### src/source/dcache_pkg.sv
// dcache package: geometry, address layout and the bus and frame types of the data cache
package dcache_pkg;

   typedef logic [31:0] word_t;

   parameter int WAYS      = 2;
   parameter int SETS      = 8;
   parameter int IDX_W     = 3;
   parameter int BLK_WORDS = 2;
   parameter int TAG_W     = 26;

   // tag | index | word in block | byte in word
   typedef struct packed {
      logic [TAG_W-1:0] tag;
      logic [IDX_W-1:0] idx;
      logic             blkoff;
      logic [1:0]       byteoff;
   } dcache_addr_t;

   // same word seen as a bus address or as cache fields
   typedef union packed {
      word_t        raw;
      dcache_addr_t f;
   } dcache_addr_u;

   typedef struct packed {
      logic                        valid;
      logic                        dirty;
      logic [TAG_W-1:0]            tag;
      word_t [BLK_WORDS-1:0]       data;
   } dcache_frame_t;

   typedef struct packed {
      logic         ren;
      logic         wen;
      logic         halt;
      dcache_addr_u addr;
      word_t        store;
   } dcache_req_t;

   typedef struct packed {
      logic  hit;
      logic  flushed;
      word_t load;
   } dcache_rsp_t;

   typedef struct packed {
      logic  ren;
      logic  wen;
      word_t addr;
      word_t store;
   } mem_req_t;

   typedef struct packed {
      logic  dwait;
      word_t load;
   } mem_rsp_t;

   // one update to one frame, flags may combine
   typedef struct packed {
      logic             way;
      logic [IDX_W-1:0] idx;
      logic             word;
      word_t            data;
      logic             wr_data;     // write data[word]
      logic [TAG_W-1:0] fill_tag;
      logic             set_valid;   // load fill_tag and mark valid
      logic             set_dirty;
      logic             clear_dirty;
   } frame_wr_t;

endpackage

### src/source/dcache_lookup.sv
// dcache lookup: tag compare over both ways, per-set LRU bit and victim choice
`timescale 1ns/1ps

module dcache_lookup (
   input  logic                                             CLK,
   input  logic                                             nRST,
   input  dcache_pkg::dcache_addr_u                         addr,
   input  dcache_pkg::dcache_frame_t [dcache_pkg::WAYS-1:0] frames,
   input  logic                                             lru_touch,
   input  logic                                             touch_way,
   output logic                                             hit,
   output logic                                             hit_way,
   output logic                                             victim_way,
   output logic                                             victim_dirty
);
   import dcache_pkg::*;

   logic [SETS-1:0] lru_q;   // per set, the way to evict next
   logic [WAYS-1:0] match;

   // a way matches only when valid
   always_comb begin
      for (int w = 0; w < WAYS; w++) begin
         match[w] = frames[w].valid && (frames[w].tag == addr.f.tag);
      end
   end

   assign hit     = |match;
   assign hit_way = match[1];   // fills only happen on a miss, so at most one way matches

   // least recently used way of the addressed set
   assign victim_way   = lru_q[addr.f.idx];
   assign victim_dirty = frames[victim_way].valid && frames[victim_way].dirty;

   always_ff @(posedge CLK, negedge nRST) begin
      if (!nRST) begin
         lru_q <= '0;   // every set starts pointing at way 0
      end
      else if (lru_touch) begin
         lru_q[addr.f.idx] <= ~touch_way;   // evict the other way next time
      end
   end

endmodule

### src/source/dcache_frames.sv
// dcache frames: valid, dirty, tag and data of every way and set, with two read ports
`timescale 1ns/1ps

module dcache_frames (
   input  logic                                             CLK,
   input  logic                                             nRST,
   input  logic [dcache_pkg::IDX_W-1:0]                     look_idx,
   output dcache_pkg::dcache_frame_t [dcache_pkg::WAYS-1:0] look_frames,
   input  logic [dcache_pkg::IDX_W-1:0]                     ctrl_idx,
   output dcache_pkg::dcache_frame_t [dcache_pkg::WAYS-1:0] ctrl_frames,
   input  logic                                             wr_en,
   input  dcache_pkg::frame_wr_t                            wr
);
   import dcache_pkg::*;

   logic             valid_q [WAYS][SETS];
   logic             dirty_q [WAYS][SETS];
   logic [TAG_W-1:0] tag_q   [WAYS][SETS];
   word_t            data_q  [WAYS][SETS][BLK_WORDS];

   // both ways at each of the two indexes
   always_comb begin
      for (int w = 0; w < WAYS; w++) begin
         look_frames[w].valid = valid_q[w][look_idx];
         look_frames[w].dirty = dirty_q[w][look_idx];
         look_frames[w].tag   = tag_q[w][look_idx];
         ctrl_frames[w].valid = valid_q[w][ctrl_idx];
         ctrl_frames[w].dirty = dirty_q[w][ctrl_idx];
         ctrl_frames[w].tag   = tag_q[w][ctrl_idx];
         for (int b = 0; b < BLK_WORDS; b++) begin
            look_frames[w].data[b] = data_q[w][look_idx][b];
            ctrl_frames[w].data[b] = data_q[w][ctrl_idx][b];
         end
      end
   end

   // state bits of each frame
   always_ff @(posedge CLK, negedge nRST) begin
      if (!nRST) begin
         for (int w = 0; w < WAYS; w++) begin
            for (int s = 0; s < SETS; s++) begin
               valid_q[w][s] <= 1'b0;
               dirty_q[w][s] <= 1'b0;
            end
         end
      end
      else if (wr_en) begin
         if (wr.set_valid) begin
            valid_q[wr.way][wr.idx] <= 1'b1;
         end
         if (wr.set_dirty) begin
            dirty_q[wr.way][wr.idx] <= 1'b1;
         end
         else if (wr.clear_dirty) begin
            dirty_q[wr.way][wr.idx] <= 1'b0;
         end
      end
   end

   // tag and block words
   always_ff @(posedge CLK) begin
      if (wr_en) begin
         if (wr.set_valid) begin
            tag_q[wr.way][wr.idx] <= wr.fill_tag;
         end
         if (wr.wr_data) begin
            data_q[wr.way][wr.idx][wr.word] <= wr.data;
         end
      end
   end

endmodule

### src/source/dcache_ctrl.sv
// dcache controller: hit service, miss write-back and fill, and the halt flush walk
`timescale 1ns/1ps

module dcache_ctrl (
   input  logic                                             CLK,
   input  logic                                             nRST,
   input  dcache_pkg::dcache_req_t                          req,
   input  logic                                             hit,
   input  logic                                             hit_way,
   input  logic                                             victim_way,
   input  logic                                             victim_dirty,
   input  dcache_pkg::dcache_frame_t [dcache_pkg::WAYS-1:0] frames,
   output logic [dcache_pkg::IDX_W-1:0]                     frame_idx,
   output logic                                             wr_en,
   output dcache_pkg::frame_wr_t                            wr,
   output logic                                             lru_touch,
   output logic                                             touch_way,
   output dcache_pkg::dcache_rsp_t                          rsp,
   output dcache_pkg::mem_req_t                             mem_out,
   input  dcache_pkg::mem_rsp_t                             mem_in
);
   import dcache_pkg::*;

   typedef enum logic [3:0] {
      idle,
      wback0,
      wback1,
      fill0,
      fill1,
      flush_check,
      flush0,
      flush1,
      stop
   } state_t;

   state_t           state;
   state_t           next_state;
   logic [IDX_W:0]   flush_cnt;        // way in the top bit, set below it
   logic [IDX_W:0]   next_flush_cnt;
   logic             flush_way;
   logic [IDX_W-1:0] flush_set;
   logic             flush_last;
   logic             flushing;
   logic             access;
   dcache_frame_t    victim;
   dcache_frame_t    flush_frame;

   // word address of one word of a block
   function automatic word_t blk_addr(input logic [TAG_W-1:0] tag,
                                      input logic [IDX_W-1:0] idx,
                                      input logic             word);
      dcache_addr_u a;
      a.f.tag     = tag;
      a.f.idx     = idx;
      a.f.blkoff  = word;
      a.f.byteoff = 2'b00;
      return a.raw;
   endfunction

   assign flush_way  = flush_cnt[IDX_W];
   assign flush_set  = flush_cnt[IDX_W-1:0];
   assign flush_last = &flush_cnt;
   assign flushing   = (state == flush_check) || (state == flush0) || (state == flush1);
   assign access     = req.ren || req.wen;

   // the frame port follows the flush walk, otherwise the request
   assign frame_idx   = flushing ? flush_set : req.addr.f.idx;
   assign victim      = frames[victim_way];
   assign flush_frame = frames[flush_way];

   always_ff @(posedge CLK, negedge nRST) begin
      if (!nRST) begin
         state     <= idle;
         flush_cnt <= '0;
      end
      else begin
         state     <= next_state;
         flush_cnt <= next_flush_cnt;
      end
   end

   always_comb begin
      next_state     = state;
      next_flush_cnt = flush_cnt;
      rsp            = '0;
      mem_out        = '0;
      wr_en          = 1'b0;
      wr             = '0;
      wr.idx         = frame_idx;
      lru_touch      = 1'b0;
      touch_way      = hit_way;

      case (state)
         idle: begin
            if (req.halt) begin   // halt wins over a pending access
               next_state = flush_check;
            end
            else if (access && hit) begin
               rsp.hit   = 1'b1;
               rsp.load  = frames[hit_way].data[req.addr.f.blkoff];
               lru_touch = 1'b1;
               if (req.wen) begin
                  wr_en        = 1'b1;
                  wr.way       = hit_way;
                  wr.word      = req.addr.f.blkoff;
                  wr.data      = req.store;
                  wr.wr_data   = 1'b1;
                  wr.set_dirty = 1'b1;
               end
            end
            else if (access) begin
               next_state = victim_dirty ? wback0 : fill0;
            end
         end

         wback0: begin
            mem_out.wen   = 1'b1;
            mem_out.addr  = blk_addr(victim.tag, req.addr.f.idx, 1'b0);
            mem_out.store = victim.data[0];
            if (!mem_in.dwait) begin
               next_state = wback1;
            end
         end

         wback1: begin
            mem_out.wen   = 1'b1;
            mem_out.addr  = blk_addr(victim.tag, req.addr.f.idx, 1'b1);
            mem_out.store = victim.data[1];
            if (!mem_in.dwait) begin
               wr_en          = 1'b1;
               wr.way         = victim_way;
               wr.clear_dirty = 1'b1;   // victim now matches memory
               next_state     = fill0;
            end
         end

         fill0: begin
            mem_out.ren  = 1'b1;
            mem_out.addr = blk_addr(req.addr.f.tag, req.addr.f.idx, 1'b0);
            if (!mem_in.dwait) begin
               wr_en      = 1'b1;
               wr.way     = victim_way;
               wr.word    = 1'b0;
               wr.data    = mem_in.load;
               wr.wr_data = 1'b1;
               next_state = fill1;
            end
         end

         fill1: begin
            mem_out.ren  = 1'b1;
            mem_out.addr = blk_addr(req.addr.f.tag, req.addr.f.idx, 1'b1);
            if (!mem_in.dwait) begin
               wr_en          = 1'b1;
               wr.way         = victim_way;
               wr.word        = 1'b1;
               wr.data        = mem_in.load;
               wr.wr_data     = 1'b1;
               wr.fill_tag    = req.addr.f.tag;
               wr.set_valid   = 1'b1;
               wr.clear_dirty = 1'b1;
               next_state     = idle;   // request completes as a hit next cycle
            end
         end

         flush_check: begin
            if (flush_frame.valid && flush_frame.dirty) begin
               next_state = flush0;
            end
            else if (flush_last) begin
               next_state = stop;
            end
            else begin
               next_flush_cnt = flush_cnt + 1'b1;   // clean frame, one cycle
            end
         end

         flush0: begin
            mem_out.wen   = 1'b1;
            mem_out.addr  = blk_addr(flush_frame.tag, flush_set, 1'b0);
            mem_out.store = flush_frame.data[0];
            if (!mem_in.dwait) begin
               next_state = flush1;
            end
         end

         flush1: begin
            mem_out.wen   = 1'b1;
            mem_out.addr  = blk_addr(flush_frame.tag, flush_set, 1'b1);
            mem_out.store = flush_frame.data[1];
            if (!mem_in.dwait) begin
               wr_en          = 1'b1;
               wr.way         = flush_way;
               wr.clear_dirty = 1'b1;
               if (flush_last) begin
                  next_state = stop;
               end
               else begin
                  next_flush_cnt = flush_cnt + 1'b1;
                  next_state     = flush_check;
               end
            end
         end

         stop: begin
            rsp.flushed = 1'b1;   // held until reset
         end

         default: begin
            next_state = idle;
         end
      endcase
   end

endmodule

### src/source/dcache_top.sv
// dcache top: two-way write-back data cache between the processor data port and memory
`timescale 1ns/1ps

module dcache_top (
   input  logic                   CLK,
   input  logic                   nRST,
   input  dcache_pkg::dcache_req_t req,
   output dcache_pkg::dcache_rsp_t rsp,
   output dcache_pkg::mem_req_t    mem_out,
   input  dcache_pkg::mem_rsp_t    mem_in
);
   import dcache_pkg::*;

   dcache_frame_t [WAYS-1:0] look_frames;   // frames at the request index
   dcache_frame_t [WAYS-1:0] ctrl_frames;   // frames at the controller index
   logic [IDX_W-1:0]         ctrl_idx;
   logic                     wr_en;
   frame_wr_t                wr;
   logic                     hit;
   logic                     hit_way;
   logic                     victim_way;
   logic                     victim_dirty;
   logic                     lru_touch;
   logic                     touch_way;

   dcache_lookup u_lookup (
      .CLK          (CLK),
      .nRST         (nRST),
      .addr         (req.addr),
      .frames       (look_frames),
      .lru_touch    (lru_touch),
      .touch_way    (touch_way),
      .hit          (hit),
      .hit_way      (hit_way),
      .victim_way   (victim_way),
      .victim_dirty (victim_dirty)
   );

   dcache_frames u_frames (
      .CLK         (CLK),
      .nRST        (nRST),
      .look_idx    (req.addr.f.idx),
      .look_frames (look_frames),
      .ctrl_idx    (ctrl_idx),
      .ctrl_frames (ctrl_frames),
      .wr_en       (wr_en),
      .wr          (wr)
   );

   dcache_ctrl u_ctrl (
      .CLK          (CLK),
      .nRST         (nRST),
      .req          (req),
      .hit          (hit),
      .hit_way      (hit_way),
      .victim_way   (victim_way),
      .victim_dirty (victim_dirty),
      .frames       (ctrl_frames),
      .frame_idx    (ctrl_idx),
      .wr_en        (wr_en),
      .wr           (wr),
      .lru_touch    (lru_touch),
      .touch_way    (touch_way),
      .rsp          (rsp),
      .mem_out      (mem_out),
      .mem_in       (mem_in)
   );

endmodule

### config.mk
export PLATFORM = sky130hd
export DESIGN_NAME = dcache_top
export DESIGN_NICKNAME = d
export VERILOG_FILES = /design/src/source/dcache_pkg.sv /design/src/source/dcache_lookup.sv /design/src/source/dcache_frames.sv /design/src/source/dcache_ctrl.sv /design/src/source/dcache_top.sv
export SDC_FILE = /design/constraint.sdc
export NUM_CORES = 2
export LEC_CHECK = 0
export BUFFER_PORTS_ARGS = -buffer_cell sky130_fd_sc_hd__clkbuf_2
export CAP_MARGIN = 20
export CORE_MARGIN = 2
export CORE_UTILIZATION = 40
export CTS_CLUSTER_DIAMETER = 40
export DETAILED_ROUTE_END_ITERATION = 6
export PLACE_DENSITY_LB_ADDON = 0.05
export SLEW_MARGIN = 10
export SYNTH_ARGS = -nofsm -noshare
export SYNTH_HDL_FRONTEND = slang
export SYNTH_HIERARCHICAL = 1
export SYNTH_SLANG_ARGS = --single-unit
### constraint.sdc
create_clock -name CLK -period 7.3 [get_ports CLK]
set_clock_uncertainty 0.2 [all_clocks]
set_input_delay 1.46 -clock CLK [delete_from_list [all_inputs] [get_ports CLK]]
set_output_delay 1.46 -clock CLK [all_outputs]
set_load 0.01 [all_outputs]
==> impl_metrics.csv <==
group,metric,value,unit
placement,post-dp-hpwl,114000,um
grt,grt_antenna_before_repair,6,
final_layout,final_area,78200,sq um
power,comb_power_share,32.1,%
setup_path,crit_top_cell,"buf_4",
power,p_switching,9560,uW
power,pwr-share-seq,32.0,%
setup_path,endpoint_kind,"output pin",
min_path,holdPathStages,2,
grt,track_usage,23.6,%
detailed_routing,drt_iter0_drc,3004,
setup_path,critPathSlowestCell,"or4_1",
setup_path,crit_type,"primary input to output pin",
setup_path,r2r_end,"u_ctrl/flush_cnt[1]$_DFFE_PN0P_",
setup_path,r2r-start,"u_ctrl/state[0]$_DFFE_PN0P_",
final_layout,syn2layout_area_growth,21.1,%
synthesis,synth_area_per_cell,20.9,sq um
clock_network,root_buffer,"clkbuf_16",
final_layout,fin_nets,3622,
grt,grt_start_max_net_pins,82,
power,p_leak,0.0258,uW
timing,grt_setup_unrepaired,"no",
setup_path,critical_path_buf_inv_count,6,
placement,portBuffers,197,
timing,fmax,0.141,GHz
synthesis,syn_inst,3084,
clock_network,holdBufCountCts,0,
power,p_int,21200,uW
clock_network,clkLatencyLatePin,0.84,ns
timing,maxSlewViolCount,0,
power,p_sw_share,31.1,%
detailed_routing,wire_per_inst,32.9,um
detailed_routing,vias,34500,
timing,finalHoldViolations,0,
die,dieArea,165000,sq um
clock_network,cts_buffer_depth,3,
detailed_routing,via_per_inst,5.87,
setup_path,critPathArrivalTime,5.43,ns
setup_path,path_cells,"buf_12 -> buf_4 -> mux4_2 -> mux2_2 -> xnor2_1 -> nand4_1 -> or4_1 -> nor2_4 -> buf_12 -> buf_4 -> mux4_2 -> nor2b_1 -> buf_4 -> clkbuf_2",
detailed_routing,first_pass_iters,7,
die,rows,147,
synthesis,ys_warn_count,6,
detailed_routing,route.final.wire_length,193000,um
grt,gr-total-overflow,0,
run,cap_viol_max_count,0,
setup_path,r2r_setup_slack,2.21,ns
die,core,160000,sq um
synthesis,netlist_area,64500,sq um
setup_path,startpoint_type,"primary input",
grt,grt_pass1_vias,36400,
die,ioPinCount,202,
min_path,hp-start,"u_lookup/lru_q[7]$_DFFE_PN0P_",
placement,placed_area,70300,sq um
setup_path,cp_slowest_stage_delay,0.63,ns
min_path,min_to,"u_lookup/lru_q[7]$_DFFE_PN0P_",
power,powerDensity,393,nW/um^2
setup_path,critPathTopFamily,"multiplexers",
clock_network,cts_num_sinks,1488,
setup_path,critPathRequiredTime,5.64,ns
final_layout,diodes,0,
detailed_routing,route.detailed.drc,0,
timing,worst_slew_pin_slew,0.981,ns
clock_network,htreeDepth,4,
clock_network,cts.clk_slew.worst_paths,0.04,ns
run_status,status,"finished, final reports clean",
timing,finalCriticalPeriod,7.09,ns
min_path,hold_path.class,"register to register",
placement,gp_congestion,0.770,
clock_network,cts_buffers,221,
timing,setup_viol,0,
die,start_util,40.2,%
timing,final.period_utilization,97.1,%
clock_network,cts_tree,"done",
die,die_x,406,um
power,ir_drop,0.334,mV
detailed_routing,drtAntennaViolNets,0,
grt,grt_first_pass_wirelength,271000,um
die,dieHeight,406,um
final_layout,drive_above_1_share,44.8,%
timing,relSlewSlack,34.4,%
setup_path,r2r_cells,10,
timing,tns,0,ns
setup_path,worst-path-max-fanout,25,
power,clockPowerShare,35.9,%
final cells by class:
class	count	area [sq um]
Fill cell	13200	82200
Clock inverter	173	2100
Multi-Input combinational cell	1359	19100
Inverter	4	15.0
Sequential cell	1488	44400
Clock buffer	247	5730
Timing Repair Buffer	445	4070
Tap cell	2160	2700
worst max-delay path by stage:
stage | from | end | cells past startpoint
finish | req[35] | rsp[22] | 14
global placement | req[35] | rsp[28] | 13
detailed placement | req[35] | rsp[28] | 13
floorplan | req[37] | u_frames/data_q[1][256]$_DFFE_PP_ | 16
global route | req[35] | rsp[5] | 13
CTS | req[35] | rsp[28] | 13
flip-flops by register name, summed over array words and instances, names as in the netlist, named ones only:
name and count:
u_ctrl/state 4, u_lookup/lru_q 8, u_frames/valid_q 16, u_frames/data_q 1024, u_frames/tag_q 416, u_ctrl/flush_cnt 4
per-stage QoR:
step	setup WS [ns]	std cells	utilization, %	hold WS (ns)	total power [uW]
2_1_floorplan	0.430	3085	-	0.244	16600
5_1_grt	0.0783	5876	48.7	0.310	31800
3_5_place_dp	0.0574	5456	43.9	0.271	20000
4_1_cts	0.0286	5876	48.7	0.281	31000
3_3_place_gp	0.0486	5455	43.8	0.261	19800
6_report	0.214	5876	48.7	0.277	30700
power by group through the flow:
stage	Clock, uW	Combinational (uW)	Sequential [uW]
after floorplan	0	6690	9950
after global placement	0	9850	9980
after detailed placement	0	9970	9980
after CTS	11200	10000	9810
after global routing	11600	10500	9820
final	11000	9870	9810
metal layers:
layer / wire length, um / vias up / GRT usage [%]
met3: 10500 / 325 / 3.54
met1: 81200 / 18900 / 32.0
met5: 25 / - / 0
met2: 96600 / 1185 / 39.5
met4: 4880 / 4 / 6.76
li1: - / 14100 / -
cell usage in the layout (no fill, tap or decap), types with 26 or more instances in the layout:
cell        count
mux2_2        242
a22oi_1        60
buf_4         154
a22o_1         32
dfrtp_1        47
a221o_1        54
clkbuf_2      194
nor2_4         49
and2_1         55
buf_12         97
nor2b_1        36
mux4_2        514
xnor2_1        31
clkinvlp_4     26
bufinv_16      33
inv_6          33
edfxtp_1     1440
o22ai_1        29
clkbuf_16     226
nor2_1         34
tightest hold or removal path: stages, from the launching register on:
cell	delay (ns)
dfrtp_1	0.33
nand2_1	0.04
o21ai_0	0.06
what timing repair did:
item,4_1_cts,5_1_grt
setup endpoints to repair,0,15
hold endpoints to repair,0,0
setup buffers,0,0
gates resized for setup,0,2
(Power assumes the default switching activity.)
